File: config.mk
export PLATFORM = sky130hd
export DESIGN_NAME = cadr_vmem_top
export DESIGN_NICKNAME = d
export VERILOG_FILES = /design/src/cadr_ctl_pkg.sv /design/src/cadr_map_pkg.sv /design/src/axil_mem_master.sv /design/src/cadr_vmem_top.sv /design/src/mem_cycle_seq.sv /design/src/vma_ctl_decode.sv /design/src/vma_md_regs.sv /design/src/vmem_map.sv
export SDC_FILE = /design/constraint.sdc
export NUM_CORES = 2
export LEC_CHECK = 0
export BUFFER_PORTS_ARGS = -buffer_cell sky130_fd_sc_hd__buf_4
export CAP_MARGIN = 20
export CORE_MARGIN = 4
export CORE_UTILIZATION = 36
export DETAILED_ROUTE_END_ITERATION = 10
export PLACE_DENSITY_LB_ADDON = 0.3
export SYNTH_ARGS = -nofsm -noshare
export SYNTH_HDL_FRONTEND = slang
export SYNTH_MEMORY_MAX_BITS = 65536
export SYNTH_SLANG_ARGS = --single-unit
File: constraint.sdc
create_clock -name clk -period 14.35 [get_ports clk]
set_input_delay 1.435 -clock clk [delete_from_list [all_inputs] [get_ports clk]]
set_output_delay 1.435 -clock clk [all_outputs]
set_load 0.05 [all_outputs]
File: src/cadr_ctl_pkg.sv
// command opcodes, phase states and memory-field codes for the VMA/MD control path.
// phase_e order is the walk order of one command.
`default_nettype none

package cadr_ctl_pkg;

   // datapath word width.
   localparam int DATA_W = 32;

   // host opcodes, one command in flight at a time.
   typedef enum logic [2:0] {
      OP_LDVMA = 3'd0,
      OP_LDMD  = 3'd1,
      OP_MEMRD = 3'd2,
      OP_MEMWR = 3'd3,
      OP_WMAP  = 3'd4,
      OP_RDMAP = 3'd5,
      OP_RDMD  = 3'd6
   } cmd_op_e;

   // phase states, one per clock except memwait.
   typedef enum logic [2:0] {
      PH_DECODE  = 3'd0,
      PH_READ    = 3'd1,
      PH_WRITE   = 3'd2,
      PH_MMU     = 3'd3,
      PH_MEMWAIT = 3'd4,
      PH_FETCH   = 3'd5
   } phase_e;

   // memory-field codes, as in the micro-op mem field.
   localparam logic [1:0] MEMF_NONE = 2'b00;
   localparam logic [1:0] MEMF_RD   = 2'b01;
   localparam logic [1:0] MEMF_WR   = 2'b10;
   localparam logic [1:0] MEMF_WMAP = 2'b11;

endpackage

`default_nettype wire

File: src/cadr_map_pkg.sv
// two-level map geometry: 64-entry level 1, 256-entry level 2, 256-word pages.
// level-2 entry is {access, write-permit, 14-bit page}.
`default_nettype none

package cadr_map_pkg;

   localparam int VM0_IDX_LO  = 13;
   localparam int VM0_IDX_W   = 6;
   localparam int VM0_DATA_W  = 3;
   localparam int VM1_SUB_LO  = 8;
   localparam int VM1_SUB_W   = 5;
   // level-2 index is the level-1 entry over the VMA sub-field.
   localparam int VM1_IDX_W   = VM0_DATA_W + VM1_SUB_W;
   localparam int OFFS_W      = 8;
   localparam int VM1_DATA_W  = 16;
   localparam int VM1_ACC_BIT = 15;
   localparam int VM1_WP_BIT  = 14;
   localparam int PAGE_W      = 14;
   localparam int MAPWR0_BIT  = 26;
   localparam int MAPWR1_BIT  = 25;
   localparam int PADDR_W     = 24;

endpackage

`default_nettype wire

File: src/axil_mem_master.sv
// single-transaction AXI4-Lite master, one read or one write per mem_start.
// mem_start is ignored while busy; any non-OKAY response sets mem_err.
`timescale 1ns/100ps
`default_nettype none

module axil_mem_master
   import cadr_ctl_pkg::*, cadr_map_pkg::*;
(
   input  logic               clk,
   input  logic               rst,
   input  logic               mem_start,
   input  logic               memwr,
   input  logic [PADDR_W-1:0] paddr,
   input  logic [DATA_W-1:0]  wr_data,
   output logic               mem_done,
   output logic               mem_err,
   output logic [DATA_W-1:0]  mem_rdata,
   output logic [PADDR_W-1:0] awaddr,
   output logic               awvalid,
   input  logic               awready,
   output logic [DATA_W-1:0]  wdata,
   output logic               wvalid,
   input  logic               wready,
   input  logic [1:0]         bresp,
   input  logic               bvalid,
   output logic               bready,
   output logic [PADDR_W-1:0] araddr,
   output logic               arvalid,
   input  logic               arready,
   input  logic [DATA_W-1:0]  rdata,
   input  logic [1:0]         rresp,
   input  logic               rvalid,
   output logic               rready
);

   typedef enum logic [1:0] {
      AX_IDLE,
      AX_ADDR,
      AX_RESP
   } ax_state_e;

   ax_state_e          state;
   logic               wr_q;
   logic [PADDR_W-1:0] addr_q;
   logic [DATA_W-1:0]  wdata_q;
   logic               aw_ok;
   logic               w_ok;

   // each write channel is done once its valid has dropped or is taken now.
   assign aw_ok = ~awvalid | awready;
   assign w_ok  = ~wvalid | wready;

   always_ff @(posedge clk) begin
      if (rst) begin
         state    <= AX_IDLE;
         wr_q     <= 1'b0;
         awvalid  <= 1'b0;
         wvalid   <= 1'b0;
         arvalid  <= 1'b0;
         bready   <= 1'b0;
         rready   <= 1'b0;
         mem_done <= 1'b0;
      end else begin
         mem_done <= 1'b0;
         case (state)
            AX_IDLE: if (mem_start) begin
               wr_q    <= memwr;
               // aw and w go up together.
               awvalid <= memwr;
               wvalid  <= memwr;
               arvalid <= ~memwr;
               state   <= AX_ADDR;
            end
            AX_ADDR: if (wr_q) begin
               if (awready)
                  awvalid <= 1'b0;
               if (wready)
                  wvalid <= 1'b0;
               if (aw_ok & w_ok) begin
                  bready <= 1'b1;
                  state  <= AX_RESP;
               end
            end else if (arready) begin
               arvalid <= 1'b0;
               rready  <= 1'b1;
               state   <= AX_RESP;
            end
            AX_RESP: if (wr_q ? bvalid : rvalid) begin
               bready   <= 1'b0;
               rready   <= 1'b0;
               mem_done <= 1'b1;
               state    <= AX_IDLE;
            end
            default: state <= AX_IDLE;
         endcase
      end
   end

   // payload, held stable for the whole transaction.
   always_ff @(posedge clk) begin
      if ((state == AX_IDLE) & mem_start) begin
         addr_q  <= paddr;
         wdata_q <= wr_data;
      end
      if ((state == AX_RESP) & wr_q & bvalid)
         mem_err <= (bresp != 2'b00);
      if ((state == AX_RESP) & ~wr_q & rvalid) begin
         mem_err   <= (rresp != 2'b00);
         mem_rdata <= rdata;
      end
   end

   assign awaddr = addr_q;
   assign araddr = addr_q;
   assign wdata  = wdata_q;

endmodule

`default_nettype wire

File: src/cadr_vmem_top.sv
// command latched on the accepting edge; the host may change inputs afterwards.
// responses must always be taken. AXI prot is 0, all write strobes are set.
`timescale 1ns/100ps
`default_nettype none

module cadr_vmem_top
   import cadr_ctl_pkg::*, cadr_map_pkg::*;
(
   input  logic               clk,
   input  logic               rst,
   input  logic               cmd_valid,
   output logic               cmd_ready,
   input  cmd_op_e            cmd_op,
   input  logic [DATA_W-1:0]  cmd_data,
   output logic               rsp_valid,
   output logic [DATA_W-1:0]  rsp_data,
   output logic               rsp_fault,
   output logic [PADDR_W-1:0] awaddr,
   output logic [2:0]         awprot,
   output logic               awvalid,
   input  logic               awready,
   output logic [DATA_W-1:0]  wdata,
   output logic [3:0]         wstrb,
   output logic               wvalid,
   input  logic               wready,
   input  logic [1:0]         bresp,
   input  logic               bvalid,
   output logic               bready,
   output logic [PADDR_W-1:0] araddr,
   output logic [2:0]         arprot,
   output logic               arvalid,
   input  logic               arready,
   input  logic [DATA_W-1:0]  rdata,
   input  logic [1:0]         rresp,
   input  logic               rvalid,
   output logic               rready
);

   phase_e                phase;
   cmd_op_e               op_q;
   cmd_op_e               op_cur;
   logic                  cmd_accept;
   logic [DATA_W-1:0]     vma;
   logic [DATA_W-1:0]     md;
   logic [DATA_W-1:0]     map_vma;
   logic                  memrd, memwr;
   logic                  vm0rp, vm1rp, vm0wp, vm1wp;
   logic                  vmaenb, mdsel, use_md;
   logic                  vma_ld, md_load;
   logic                  perm_ok;
   logic [VM1_DATA_W-1:0] vm1_entry;
   logic [PADDR_W-1:0]    paddr;
   logic                  mem_start, mem_done, mem_err;
   logic [DATA_W-1:0]     mem_rdata;

   assign cmd_accept = cmd_valid & cmd_ready;

   // opcode held for the later phases.
   always_ff @(posedge clk) begin
      if (rst)
         op_q <= OP_LDVMA;
      else if (cmd_accept)
         op_q <= cmd_op;
   end

   // decode sees the incoming op in PH_DECODE, the held op after.
   assign op_cur  = (phase == PH_DECODE) ? cmd_op : op_q;
   assign vma_ld  = vmaenb & cmd_accept;
   // srcmap reads the map in PH_DECODE, before vma has loaded.
   assign map_vma = vma_ld ? cmd_data : vma;
   // md from the command, or from a clean bus read.
   assign md_load = (mdsel & cmd_accept) | (memrd & mem_done & ~mem_err);

   assign awprot = 3'b000;
   assign arprot = 3'b000;
   assign wstrb  = 4'b1111;

   vma_ctl_decode i_vma_ctl_decode (
      .op(op_cur), .phase(phase), .vma(map_vma),
      .wmap(), .memrd(memrd), .memwr(memwr),
      .vm0rp(vm0rp), .vm1rp(vm1rp), .vm0wp(vm0wp), .vm1wp(vm1wp),
      .vmaenb(vmaenb), .mdsel(mdsel), .use_md(use_md)
   );

   mem_cycle_seq i_mem_cycle_seq (
      .clk(clk), .rst(rst), .cmd_valid(cmd_valid), .memrd(memrd), .memwr(memwr),
      .perm_ok(perm_ok), .mem_done(mem_done), .mem_err(mem_err),
      .cmd_ready(cmd_ready), .phase(phase), .mem_start(mem_start),
      .rsp_valid(rsp_valid), .rsp_fault(rsp_fault)
   );

   vmem_map i_vmem_map (
      .clk(clk), .vma(map_vma), .md(md),
      .vm0rp(vm0rp), .vm1rp(vm1rp), .vm0wp(vm0wp), .vm1wp(vm1wp), .is_write(memwr),
      .vm1_entry(vm1_entry), .paddr(paddr), .perm_ok(perm_ok)
   );

   vma_md_regs i_vma_md_regs (
      .clk(clk), .rst(rst), .cmd_data(cmd_data), .vmaenb(vma_ld), .mdsel(mdsel),
      .md_load(md_load), .mem_rdata(mem_rdata), .use_md(use_md), .vm1_entry(vm1_entry),
      .vma(vma), .md(md), .rsp_data(rsp_data)
   );

   axil_mem_master i_axil_mem_master (
      .clk(clk), .rst(rst), .mem_start(mem_start), .memwr(memwr), .paddr(paddr),
      .wr_data(md), .mem_done(mem_done), .mem_err(mem_err), .mem_rdata(mem_rdata),
      .awaddr(awaddr), .awvalid(awvalid), .awready(awready),
      .wdata(wdata), .wvalid(wvalid), .wready(wready),
      .bresp(bresp), .bvalid(bvalid), .bready(bready),
      .araddr(araddr), .arvalid(arvalid), .arready(arready),
      .rdata(rdata), .rresp(rresp), .rvalid(rvalid), .rready(rready)
   );

endmodule

`default_nettype wire

File: src/mem_cycle_seq.sv
// phase sequencer. host must take rsp_valid, there is no response back-pressure.
// one bus transaction at most per command.
`timescale 1ns/100ps
`default_nettype none

module mem_cycle_seq
   import cadr_ctl_pkg::*;
(
   input  logic   clk,
   input  logic   rst,
   input  logic   cmd_valid,
   input  logic   memrd,
   input  logic   memwr,
   input  logic   perm_ok,
   input  logic   mem_done,
   input  logic   mem_err,
   output logic   cmd_ready,
   output phase_e phase,
   output logic   mem_start,
   output logic   rsp_valid,
   output logic   rsp_fault
);

   phase_e phase_nxt;
   logic   mem_op;

   assign mem_op = memrd | memwr;

   always_comb begin
      phase_nxt = phase;
      case (phase)
         PH_DECODE:  if (cmd_valid) phase_nxt = PH_READ;
         PH_READ:    phase_nxt = PH_WRITE;
         PH_WRITE:   phase_nxt = PH_MMU;
         // no permission means the bus is skipped.
         PH_MMU:     phase_nxt = (mem_op & perm_ok) ? PH_MEMWAIT : PH_FETCH;
         PH_MEMWAIT: if (mem_done) phase_nxt = PH_FETCH;
         PH_FETCH:   phase_nxt = PH_DECODE;
         default:    phase_nxt = PH_DECODE;
      endcase
   end

   always_ff @(posedge clk) begin
      if (rst) begin
         phase     <= PH_DECODE;
         rsp_fault <= 1'b0;
      end else begin
         phase <= phase_nxt;
         // cleared per command, set by a map or bus failure.
         if (phase == PH_DECODE)
            rsp_fault <= 1'b0;
         else if ((phase == PH_MMU) & mem_op & ~perm_ok)
            rsp_fault <= 1'b1;
         else if ((phase == PH_MEMWAIT) & mem_done & mem_err)
            rsp_fault <= 1'b1;
      end
   end

   assign cmd_ready = (phase == PH_DECODE);
   assign rsp_valid = (phase == PH_FETCH);
   // single-cycle start, last cycle of PH_MMU.
   assign mem_start = (phase == PH_MMU) & mem_op & perm_ok;

endmodule

`default_nettype wire

File: src/vma_ctl_decode.sv
// pure decode, no state. op must already be the live command in PH_DECODE.
// map read/write strobes follow the reference phase timing.
`timescale 1ns/100ps
`default_nettype none

module vma_ctl_decode
   import cadr_ctl_pkg::*, cadr_map_pkg::*;
(
   input  cmd_op_e           op,
   input  phase_e            phase,
   input  logic [DATA_W-1:0] vma,
   output logic              wmap,
   output logic              memrd,
   output logic              memwr,
   output logic              vm0rp,
   output logic              vm1rp,
   output logic              vm0wp,
   output logic              vm1wp,
   output logic              vmaenb,
   output logic              mdsel,
   output logic              use_md
);

   logic       destmem;
   logic       destvma;
   logic       destmdr;
   logic       loadmd;
   logic       srcmd;
   logic       srcmap;
   logic [1:0] memf;
   logic       mapwr0;
   logic       mapwr1;
   logic       early_rd;
   logic       normal_rd;

   // op to micro-op destination and source bits.
   always_comb begin
      destmem = 1'b0;
      destvma = 1'b0;
      destmdr = 1'b0;
      loadmd  = 1'b0;
      srcmd   = 1'b1;
      srcmap  = 1'b0;
      memf    = MEMF_NONE;
      case (op)
         OP_LDVMA: destvma = 1'b1;
         OP_LDMD:  destmdr = 1'b1;
         OP_MEMRD: begin
            destvma = 1'b1;
            destmem = 1'b1;
            loadmd  = 1'b1;
            memf    = MEMF_RD;
         end
         OP_MEMWR: begin
            destvma = 1'b1;
            destmem = 1'b1;
            memf    = MEMF_WR;
         end
         OP_WMAP: begin
            destvma = 1'b1;
            destmem = 1'b1;
            memf    = MEMF_WMAP;
         end
         OP_RDMAP: begin
            destvma = 1'b1;
            srcmap  = 1'b1;
            srcmd   = 1'b0;
         end
         default: srcmd = 1'b1;
      endcase
   end

   // mem field only counts when the destination is memory.
   assign {wmap, memwr, memrd} = ~destmem              ? 3'b000 :
                                 (memf == MEMF_RD)   ? 3'b001 :
                                 (memf == MEMF_WR)   ? 3'b010 :
                                 (memf == MEMF_WMAP) ? 3'b100 : 3'b000;

   // vma level bits pick which map a write goes to.
   assign mapwr0 = wmap & vma[MAPWR0_BIT];
   assign mapwr1 = wmap & vma[MAPWR1_BIT];

   // srcmap has no mmu work, so it reads the map one phase pair early.
   assign early_rd  = srcmap;
   assign normal_rd = wmap | memrd | memwr;

   assign vm0rp = ((phase == PH_DECODE) & early_rd) | ((phase == PH_WRITE) & normal_rd);
   assign vm1rp = ((phase == PH_READ) & early_rd) | ((phase == PH_MMU) & normal_rd);

   assign vm0wp = mapwr0 & (phase == PH_WRITE);
   assign vm1wp = mapwr1 & (phase == PH_MMU);

   // vma takes the command word on the accepting edge.
   assign vmaenb = destvma & (phase == PH_DECODE);

   // high selects command data into md, low selects bus read data.
   assign mdsel  = destmdr & ~loadmd & (phase == PH_DECODE);
   assign use_md = srcmd;

endmodule

`default_nettype wire

File: src/vma_md_regs.sv
// VMA and MD registers, both cleared by reset.
// md_load with mdsel low takes bus read data.
`timescale 1ns/100ps
`default_nettype none

module vma_md_regs
   import cadr_ctl_pkg::*, cadr_map_pkg::*;
(
   input  logic                  clk,
   input  logic                  rst,
   input  logic [DATA_W-1:0]     cmd_data,
   input  logic                  vmaenb,
   input  logic                  mdsel,
   input  logic                  md_load,
   input  logic [DATA_W-1:0]     mem_rdata,
   input  logic                  use_md,
   input  logic [VM1_DATA_W-1:0] vm1_entry,
   output logic [DATA_W-1:0]     vma,
   output logic [DATA_W-1:0]     md,
   output logic [DATA_W-1:0]     rsp_data
);

   always_ff @(posedge clk) begin
      if (rst) begin
         vma <= '0;
         md  <= '0;
      end else begin
         if (vmaenb)
            vma <= cmd_data;
         // command word or bus word.
         if (md_load)
            md <= mdsel ? cmd_data : mem_rdata;
      end
   end

   // srcmap returns the level-2 entry, zero extended.
   assign rsp_data = use_md ? md : {{(DATA_W-VM1_DATA_W){1'b0}}, vm1_entry};

endmodule

`default_nettype wire

File: src/vmem_map.sv
// map RAMs have no reset; software writes the map before use.
// write data comes from md, address from vma.
`timescale 1ns/100ps
`default_nettype none

module vmem_map
   import cadr_ctl_pkg::*, cadr_map_pkg::*;
(
   input  logic                  clk,
   input  logic [DATA_W-1:0]     vma,
   input  logic [DATA_W-1:0]     md,
   input  logic                  vm0rp,
   input  logic                  vm1rp,
   input  logic                  vm0wp,
   input  logic                  vm1wp,
   input  logic                  is_write,
   output logic [VM1_DATA_W-1:0] vm1_entry,
   output logic [PADDR_W-1:0]    paddr,
   output logic                  perm_ok
);

   logic [VM0_DATA_W-1:0] vm0_ram [2**VM0_IDX_W];
   logic [VM1_DATA_W-1:0] vm1_ram [2**VM1_IDX_W];

   logic [VM0_IDX_W-1:0]  vm0_idx;
   logic [VM1_IDX_W-1:0]  vm1_idx;
   logic [VM0_DATA_W-1:0] vm0_q;
   logic [VM1_DATA_W-1:0] vm1_next;

   assign vm0_idx = vma[VM0_IDX_LO +: VM0_IDX_W];
   // level-1 output register chains into the level-2 index.
   assign vm1_idx = {vm0_q, vma[VM1_SUB_LO +: VM1_SUB_W]};

   // level 1, read and written in PH_WRITE (PH_DECODE for srcmap).
   always_ff @(posedge clk) begin
      if (vm0wp)
         vm0_ram[vm0_idx] <= md[VM0_DATA_W-1:0];
      if (vm0rp)
         vm0_q <= vm0_ram[vm0_idx];
   end

   // word headed for the level-2 output register.
   assign vm1_next = vm1_ram[vm1_idx];

   // level 2, read and written in PH_MMU (PH_READ for srcmap).
   always_ff @(posedge clk) begin
      if (vm1wp)
         vm1_ram[vm1_idx] <= md[VM1_DATA_W-1:0];
      if (vm1rp)
         vm1_entry <= vm1_next;
   end

   // checked ahead of the register so the sequencer can decide inside PH_MMU.
   // index is held through memwait, so this still matches the registered entry.
   assign perm_ok = vm1_next[VM1_ACC_BIT] & (~is_write | vm1_next[VM1_WP_BIT]);

   // word address to byte address.
   assign paddr = {vm1_next[PAGE_W-1:0], vma[OFFS_W-1:0], 2'b00};

endmodule

`default_nettype wire
# After elaboration in Yosys (flattened, before gate mapping)
# Memory sizes are Yosys's and may differ from the RTL's. A register that Yosys moved wholly into a read port is not among the register bits.
# Cells that the tools add are included.
dict set report totals {
  regBits 178
  ram_bits 4288
  input_bits 79
  wordCells 167
  memories 2
}
# memory words width read_ports rd_clocked_by_memory_dff wr line_no
set memory_table {}
lappend memory_table {i_vmem_map.vm1_ram 256 16 1 0 1 vmem_map.sv:23} ;# logic [VM1_DATA_W-1:0] vm1_ram [2**VM1_IDX_W];
lappend memory_table {i_vmem_map.vm0_ram 64 3 1 1 1 vmem_map.sv:22} ;# logic [VM0_DATA_W-1:0] vm0_ram [2**VM0_IDX_W];
dict set report op_classes {
  eq_ne 27
  n_mux 52
  n_bitwise 46
  n_reduce_logical 21
}
# operator n
set ops {}
lappend ops {{2-to-1 mux 32 bit} 2}
lappend ops {{bitwise AND 1 bit} 29}
lappend ops {{2-to-1 mux 1 bit} 29}
lappend ops {{2-to-1 mux 27 bit} 1}
lappend ops {{AND reduction 4 bit} 6}
lappend ops {{2-to-1 mux 3 bit} 7}
lappend ops {{case mux 3 bit (5 select lines)} 1}
lappend ops {{equality test 3 x 2 -> 1 bit, second input constant} 4}
lappend ops {{equality test 3 bit, second input constant} 4}
lappend ops {{case mux 2 bit (3 select lines)} 2}
lappend ops {{nonzero test 2 bit} 6}
lappend ops {{2-to-1 mux 2 bit} 5}
lappend ops {{!= test 2 x 1 -> 1 bit, second input constant} 5}
lappend ops {{!= test 2 bit, second input constant} 5}
lappend ops {{case mux 1 bit (2 select lines)} 5}
lappend ops {{OR 1 bit} 9}
lappend ops {{NOT 1 bit} 8}
lappend ops {{equality test 2 bit, second input constant} 3}
lappend ops {{equality test 3 x 1 -> 1 bit, second input constant} 2}
lappend ops {{zero test 3 bit} 2}
lappend ops {{OR reduction 5 bit} 1}
lappend ops {{equality test 2 x 1 -> 1 bit, second input constant} 2}
lappend ops {{AND reduction 2 bit} 2}
lappend ops {{OR reduction 2 bit} 2}
lappend ops {{4 further kinds} 4}

# Logic depth before layout (Yosys ltp)
dict set report depth {
  ltp_word 15
  depth_mapped 21
}

# Hierarchy
# Synthesis repeated with hierarchy kept, for this count alone.
dict set report unflattened {
  hier_cells 7510
  area_unflattened_um2 172372.8
}
# mod instances cells_each area_each_um2
set modules_own_cells {}
lappend modules_own_cells {vmem_map 1 6947 165012.0}
lappend modules_own_cells {axil_mem_master 1 167 3338.2}
lappend modules_own_cells {vma_md_regs 1 281 2856.5}
lappend modules_own_cells {cadr_vmem_top 1 70 794.5}
lappend modules_own_cells {mem_cycle_seq 1 22 203.9}
lappend modules_own_cells {vma_ctl_decode 1 23 167.7}

# Worst setup path after synthesis
# No wires, ideal clock.
dict set report synth_timing {
  path_kind {register to output}
  start {register i_vma_md_regs.md[0]}
  end {output rsp_data[0]}
  arrival_time_ns 5.139
  required_ns 12.915
  setup_slack_ns 7.776
  path_stages_with_launch 2
  path_buffers 0
  cell_sequence {dfxtp_1 mux2_2}
}
dict set report synth_between {
  elab_chain_len 1
}
# item line_no
set synth_rtl {}
lappend synth_rtl {{start: declaration} vma_md_regs.sv:19} ;# output logic [DATA_W-1:0] md,
lappend synth_rtl {{start signal: assignment} vma_md_regs.sv:32} ;# md <= mdsel ? cmd_data : mem_rdata;
lappend synth_rtl {{2-to-1 mux 32 bit} vma_md_regs.sv:37} ;# assign rsp_data = use_md ? md : {{(DATA_W-VM1_DATA_W){1'b0}}, vm1_entry};
lappend synth_rtl {{end: declaration} cadr_vmem_top.sv:16} ;# output logic [DATA_W-1:0] rsp_data,
# No other way between the ends.

# Final worst setup path
dict set report layout_timing {
  start {register i_mem_cycle_seq.phase[2]}
  end {register i_axil_mem_master.wvalid}
}
dict set report layout_between {
  elab_chain_len 14
  elab_cells_between_ends 33
  classes_between {eq/ne (8); mux (10); bitwise (9); reduce/logical (5); memory (1)}
}
# item line_no
set layout_rtl {}
lappend layout_rtl {{start: declaration} mem_cycle_seq.sv:18} ;# output phase_e phase,
lappend layout_rtl {{start signal: assignment} mem_cycle_seq.sv:48} ;# phase <= phase_nxt;
lappend layout_rtl {{zero test 3 bit} {cadr_vmem_top.sv:67, mem_cycle_seq.sv:59, vma_ctl_decode.sv:94}}
lappend layout_rtl {{2-to-1 mux 3 bit} cadr_vmem_top.sv:67} ;# assign op_cur = (phase == PH_DECODE) ? cmd_op : op_q;
lappend layout_rtl {{equality test 3 bit, or another cell as far along} vma_ctl_decode.sv:45} ;# case (op)
lappend layout_rtl {{OR reduction 5 bit (no line) or case mux 2 bit (3 select lines) (tied branches)} --}
lappend layout_rtl {{2-to-1 mux 1 bit or equality test 2 bit (tied branches)} {vma_ctl_decode.sv:45, vma_ctl_decode.sv:76}}
lappend layout_rtl {{bitwise AND 1 bit or 2-to-1 mux 3 bit (tied branches)} {vma_ctl_decode.sv:94, vma_ctl_decode.sv:76}}
lappend layout_rtl {{bitwise AND 1 bit or 2-to-1 mux 3 bit (tied branches)} {cadr_vmem_top.sv:68, vma_ctl_decode.sv:75}}
lappend layout_rtl {{2-to-1 mux 27 bit or 2-to-1 mux 3 bit (tied branches)} --}
lappend layout_rtl {{memory read (256 x 16 bit) or NOT 1 bit (tied branches)} --}
lappend layout_rtl {{OR 1 bit} vmem_map.sv:55} ;# assign perm_ok = vm1_next[VM1_ACC_BIT] & (~is_write | vm1_next[VM1_WP_BIT]);
lappend layout_rtl {{bitwise AND 1 bit} vmem_map.sv:55}
lappend layout_rtl {{bitwise AND 1 bit} mem_cycle_seq.sv:62} ;# assign mem_start = (phase == PH_MMU) & mem_op & perm_ok;
lappend layout_rtl {{!= test 2 x 1 -> 1 bit (no line)} --}
lappend layout_rtl {{AND reduction 4 bit (no line)} --}
lappend layout_rtl {{end signal: assignment} axil_mem_master.sv:70} ;# wvalid <= memwr;
lappend layout_rtl {{end: declaration} axil_mem_master.sv:22} ;# output logic wvalid,
# Parallel ways exist; a longest one is shown, timed or not. The select of a mux whose other input is x is not followed.
# A chain may end at the register's enable or synchronous reset.

==> tab_implementation.tex <==
\begin{tabular}{lr}
\hline
Metric & Value \\
\hline
\multicolumn{2}{l}{\textbf{Power and ir drop}} \\
\quad Part of the power in the clock network & 36.9\% \\
\quad P per Cell Area & 153 nW/um2 \\
\quad Share of power burned in combinational logic & 16.6\% \\
\quad Internal Power & 22.1 mW \\
\quad Switching part of the total & 28.7\% \\
\quad Leakage power total & 70.7 nW \\
\quad Worst IR Drop VDD & 0.119 mV \\
\quad Sequential share of power & between 40\% and 50\% \\
\quad Net switching component of the power & 8.89 mW \\
\multicolumn{2}{l}{\textbf{Cells and area}} \\
\quad Share of layout cells above drive strength 1 & 11.6\% \\
\quad Final Instance Count excl. Fillers & 20600 \\
\quad Number of nets in the final layout & 13700 \\
\quad Most common library cell in the layout ignoring fill and taps & sky130\_fd\_sc\_hd\_\_edfxtp\_1 \\
\quad Multi-input gate area & 40800 um2 \\
\quad Commonest non-fill, non-tap cells in the layout & 4394 x sky130\_fd\_sc\_hd\_\_edfxtp\_1, 3756 x sky130\_fd\_sc\_hd\_\_nand2\_1, 1703 x sky130\_fd\_sc\_hd\_\_nand3\_1, 683 x sky130\_fd\_sc\_hd\_\_buf\_4, 452 x sky130\_fd\_sc\_hd\_\_clkbuf\_16 \\
\quad FF/Latch Area & 133000 um2 \\
\quad Area growth from synthesis to final layout & 13.3\% \\
\quad Layout filler cell count & 45600 \\
\multicolumn{2}{l}{\textbf{Global routing}} \\
\quad First-pass GRT wire length & slightly above 800000 um \\
\quad Global Route met2 Usage & 34.3\% \\
\quad Met1 Usage GRT & 29.9\% \\
\quad Via count of the first global-routing pass & 106000 \\
\quad GRT met3 Usage & 3.43\% \\
\quad Global routing's busiest layer & met2 \\
\quad Initial antenna violation count & 27 \\
\quad GRT Resource Usage Total & 21.7\% \\
\quad Remaining global-route overflow & 0 \\
\quad Maximum number of pins on one net before global-route repair & 198 \\
\multicolumn{2}{l}{\textbf{Run status}} \\
\quad Violations in the final reports & max-slew violations \\
\quad Result of the run & complete, but fails checks \\
\multicolumn{2}{l}{\textbf{Logic synthesis}} \\
\quad Sequential-to-total area share from yosys stat & 74.5\% \\
\quad Portion of netlist area occupied by mux cells & 1.99\% \\
\quad Number of standard cells after synthesis & 13400 \\
\quad Number of synthesized register bits & between 4000 and 5000 \\
\quad Flip-flop cell with the highest count after synthesis & sky130\_fd\_sc\_hd\_\_edfxtp\_1 \\
\quad Post-Synth Simple-Gate Area & 16.3\% \\
\quad Synthesized area divided by synthesized cell count & between 10 and 15 um2 \\
\quad Post-synthesis instance area & 179000 um2 \\
\quad Main combinational cell family by area after synthesis & simple AND/OR/NAND/NOR gates \\
\quad Synth Area in Adders & 0\% \\
\quad Share of the synthesized netlist area taken by xor and xnor gates & less than 1\% \\
\quad Compound-cell area share of the yosys netlist & 4.22\% \\
\quad Cell variety after synth & 89 \\
\quad Dominant cell type by area after synthesis & sky130\_fd\_sc\_hd\_\_edfxtp\_1 \\
\quad Top cells by area in the synthesized netlist & sky130\_fd\_sc\_hd\_\_edfxtp\_1 74\%, sky130\_fd\_sc\_hd\_\_nand2\_1 7.9\%, sky130\_fd\_sc\_hd\_\_nand3\_1 4.8\% \\
\quad EDFF count, synth & between 4000 and 5000 \\
\quad Count of warnings emitted by yosys & 0 \\
\quad Share of synthesized registers carrying an async set or reset & 0\% \\
\quad Portion of synthesized cell area occupied by the leading cell type & 73.7\% \\
\multicolumn{2}{l}{\textbf{Floorplan}} \\
\quad \# rows & approximately 260 \\
\quad Width of the die & 713 um \\
\quad Initial Utilization & between 30\% and 40\% \\
\quad Die extent in y & 713 um \\
\quad Core region area & a little under 500000 um2 \\
\quad I/O pins & around 210 \\
\quad Die area & 508000 um2 \\
\multicolumn{2}{l}{\textbf{Placement}} \\
\quad Number of port buffers & 194 \\
\quad Final RePlAce weighted congestion & 0.878 \\
\quad Total placed cells including tap cells & 19700 \\
\quad Detailed placement HPWL & 334000 um \\
\multicolumn{2}{l}{\textbf{Clock network}} \\
\quad Inserted Clock Buffers & 447 \\
\quad Clock Pin Slew Worst Setup and Hold Paths & 60 ps \\
\quad H-Tree Depth & 5 \\
\quad Number of clock sinks seen by CTS & 4463 \\
\quad Clock Root Buffer & sky130\_fd\_sc\_hd\_\_clkbuf\_16 \\
\quad CTS tree & done \\
\quad Total setup buffers inserted after CTS & 0 \\
\quad CTS Hold Bufs & 0 \\
\quad Post\_cts resized & 0 \\
\quad Largest buffer count on any clock path & 4 \\
\quad Clock latency at the later pin of the worst-skew pair & 1000 ps \\
\multicolumn{2}{l}{\textbf{STA}} \\
\quad Post-route minimum period & 7830 ps \\
\quad Max-slew headroom at the worst pin & -2.48\% \\
\quad Setup Skew & 66.6 ps \\
\quad Final-layout setup total negative slack & 0 ps \\
\quad Maximum achievable frequency & 128 MHz \\
\quad Setup repair after global routing missed its margin & false \\
\quad Fin. Hold Viols & 0 \\
\quad Slew at the pin closest to its max-slew limit & 1540 ps \\
\quad Post-route clock period utilization & a little over half \\
\quad Pins over their slew limit & 56 \\
\quad Final setup violating endpoints & 0 \\
\multicolumn{2}{l}{\textbf{Route}} \\
\quad Number of nets still failing antenna checks after routing & 0 \\
\quad Wire length per cell after detailed routing & $\sim$28 um \\
\quad Iteration-0 DRC count of the detailed router & 14400 \\
\quad Pre-Repair DR Iteration Count & 8 \\
\quad Via count & between 100k and 150k \\
\quad Drt via density & 5.54 \\
\quad Residual DRC count & 0 \\
\quad Total wirelength of the detailed-routed design & 572000 um \\
\multicolumn{2}{l}{\textbf{Critical path}} \\
\quad Most common cell type on the critical path & sky130\_fd\_sc\_hd\_\_buf\_4 \\
\quad Data arrival time of the critical path & 8700 ps \\
\quad Capturing element type of the critical path & flop \\
\quad Cell breakdown of the critical path & or3\_1 > clkinv\_2 > mux2i\_2 > a31oi\_1 > nor3\_2 > buf\_4 > buf\_4 > buf\_12 > nand4\_1 > o2111a\_1 > o21ai\_0 > o2111ai\_1 > nor4b\_4 > nor3\_4 > buf\_4 > buf\_4 > mux2\_2 \\
\quad Critical path class & reg2reg \\
\quad Critical path peak fanout & 91 \\
\quad CP required & 15210 ps \\
\quad Worst Setup Start Kind & flop \\
\quad Worst reg-to-reg setup slack & 6520 ps \\
\quad Critical path's largest stage delay & 910 ps \\
\quad Critical Path Slowest Stage Cell & sky130\_fd\_sc\_hd\_\_nor4b\_4 \\
\multicolumn{2}{l}{\textbf{Worst hold path}} \\
\quad Class of the tightest hold or removal check & reg2reg \\
\multicolumn{2}{l}{\textbf{Job}} \\
\quad Max Cap Viol & 0 \\
\hline
\end{tabular}
## metrics by stage
step,setup slack [ps],total power [mW],utilization (%),hold slack (ps),instance area (um2)
final,6520,31.0,41.0,455,203000
after global routing,6180,32.0,41.0,463,203000
after CTS,6500,31.1,41.0,452,203000
after detailed placement,5540,19.8,38.1,437,188000
after global placement,5560,19.8,38.1,434,188000
after floorplan,7780,18.0,-,423,179000
## power by group through the flow
| stage | registers [mW] | clock network, mW | logic, mW |
|---|---|---|---|
| floorplan | 14.8 | 0 | 3.17 |
| global placement | 14.7 | 0 | 5.08 |
| detailed placement | 14.7 | 0 | 5.10 |
| CTS | 14.4 | 11.5 | 5.12 |
| global route | 14.4 | 12.1 | 5.48 |
| finish | 14.4 | 11.4 | 5.16 |
## logic make-up after synthesis
group	count (synthesis)
muxes	270
AOI/OAI and AO/OA	962
buffers and inverters	989
other	2
DFF	4463
and+or+nand+nor	6665
xor gates and xnor gates	1
## per-layer routing
metal / up-vias / routed length, um
li1: 49900 / -
met1: 58100 / 233000
met2: 5375 / 265000
met3: 904 / 48400
met4: 12 / 25900
met5: - / 86
## worst max-delay path: cells and delay by family (launching register included)
| family | cells | cell delay [ps] |
|---|---|---|
| flops | 1 | 440 |
| mux | 2 | 840 |
| compound gates | 4 | 1530 |
| buf+inv | 6 | 2630 |
| simple gates | 5 | 2000 |
## cells in the mapped netlist (all sizes together), types with 20 or more instances
| cell | instances |
|---|---|
| a211oi | 74 |
| a21oi | 113 |
| a22oi | 79 |
| a311oi | 451 |
| a31oi | 85 |
| and3 | 417 |
| and4 | 20 |
| buf | 691 |
| clkbuf | 281 |
| dfxtp | 69 |
| edfxtp | 4394 |
| mux2 | 27 |
| mux2i | 178 |
| mux4 | 65 |
| nand2 | 3774 |
| nand3 | 1705 |
| nand4 | 35 |
| nor2 | 426 |
| nor2b | 22 |
| nor3 | 98 |
| or3 | 106 |
## registers in the layout (all words and copies together) (netlist names), 16 cells and up
name and flops:
i_axil_mem_master.wdata 32, i_axil_mem_master.mem_rdata 32, i_axil_mem_master.araddr 22, i_vmem_map.vm1_ram 4096
i_vmem_map.vm1_entry 16, i_vma_md_regs.md 32, i_vmem_map.vm0_ram 192, i_vma_md_regs.vma 21
## layout make-up
class	instances	area share, %
diodes	33	0.0407
clock buffers	534	5.73
clock inverters	293	1.22
inverters	17	0.0321
multi-input cells	7912	20.1
flip-flops and latches	4463	65.8
well taps	6630	4.09
repair buffers	737	3.01
## final timing paths
kind | startpoint | end | cells past startpoint
max | i_mem_cycle_seq.phase[2]$_SDFFE_PP0P_ | i_axil_mem_master.wvalid$_SDFFE_PP0P_ | 17
min | i_vma_md_regs.md[16]$_SDFFE_PP0P_ | i_axil_mem_master.wdata[16]$_DFFE_PP_ | 0
max reg2reg | i_mem_cycle_seq.phase[2]$_SDFFE_PP0P_ | i_axil_mem_master.wvalid$_SDFFE_PP0P_ | 17
min reg2reg | i_vma_md_regs.md[16]$_SDFFE_PP0P_ | i_axil_mem_master.wdata[16]$_DFFE_PP_ | 0
No activity file was read; power rests on OpenSTA's default activity.
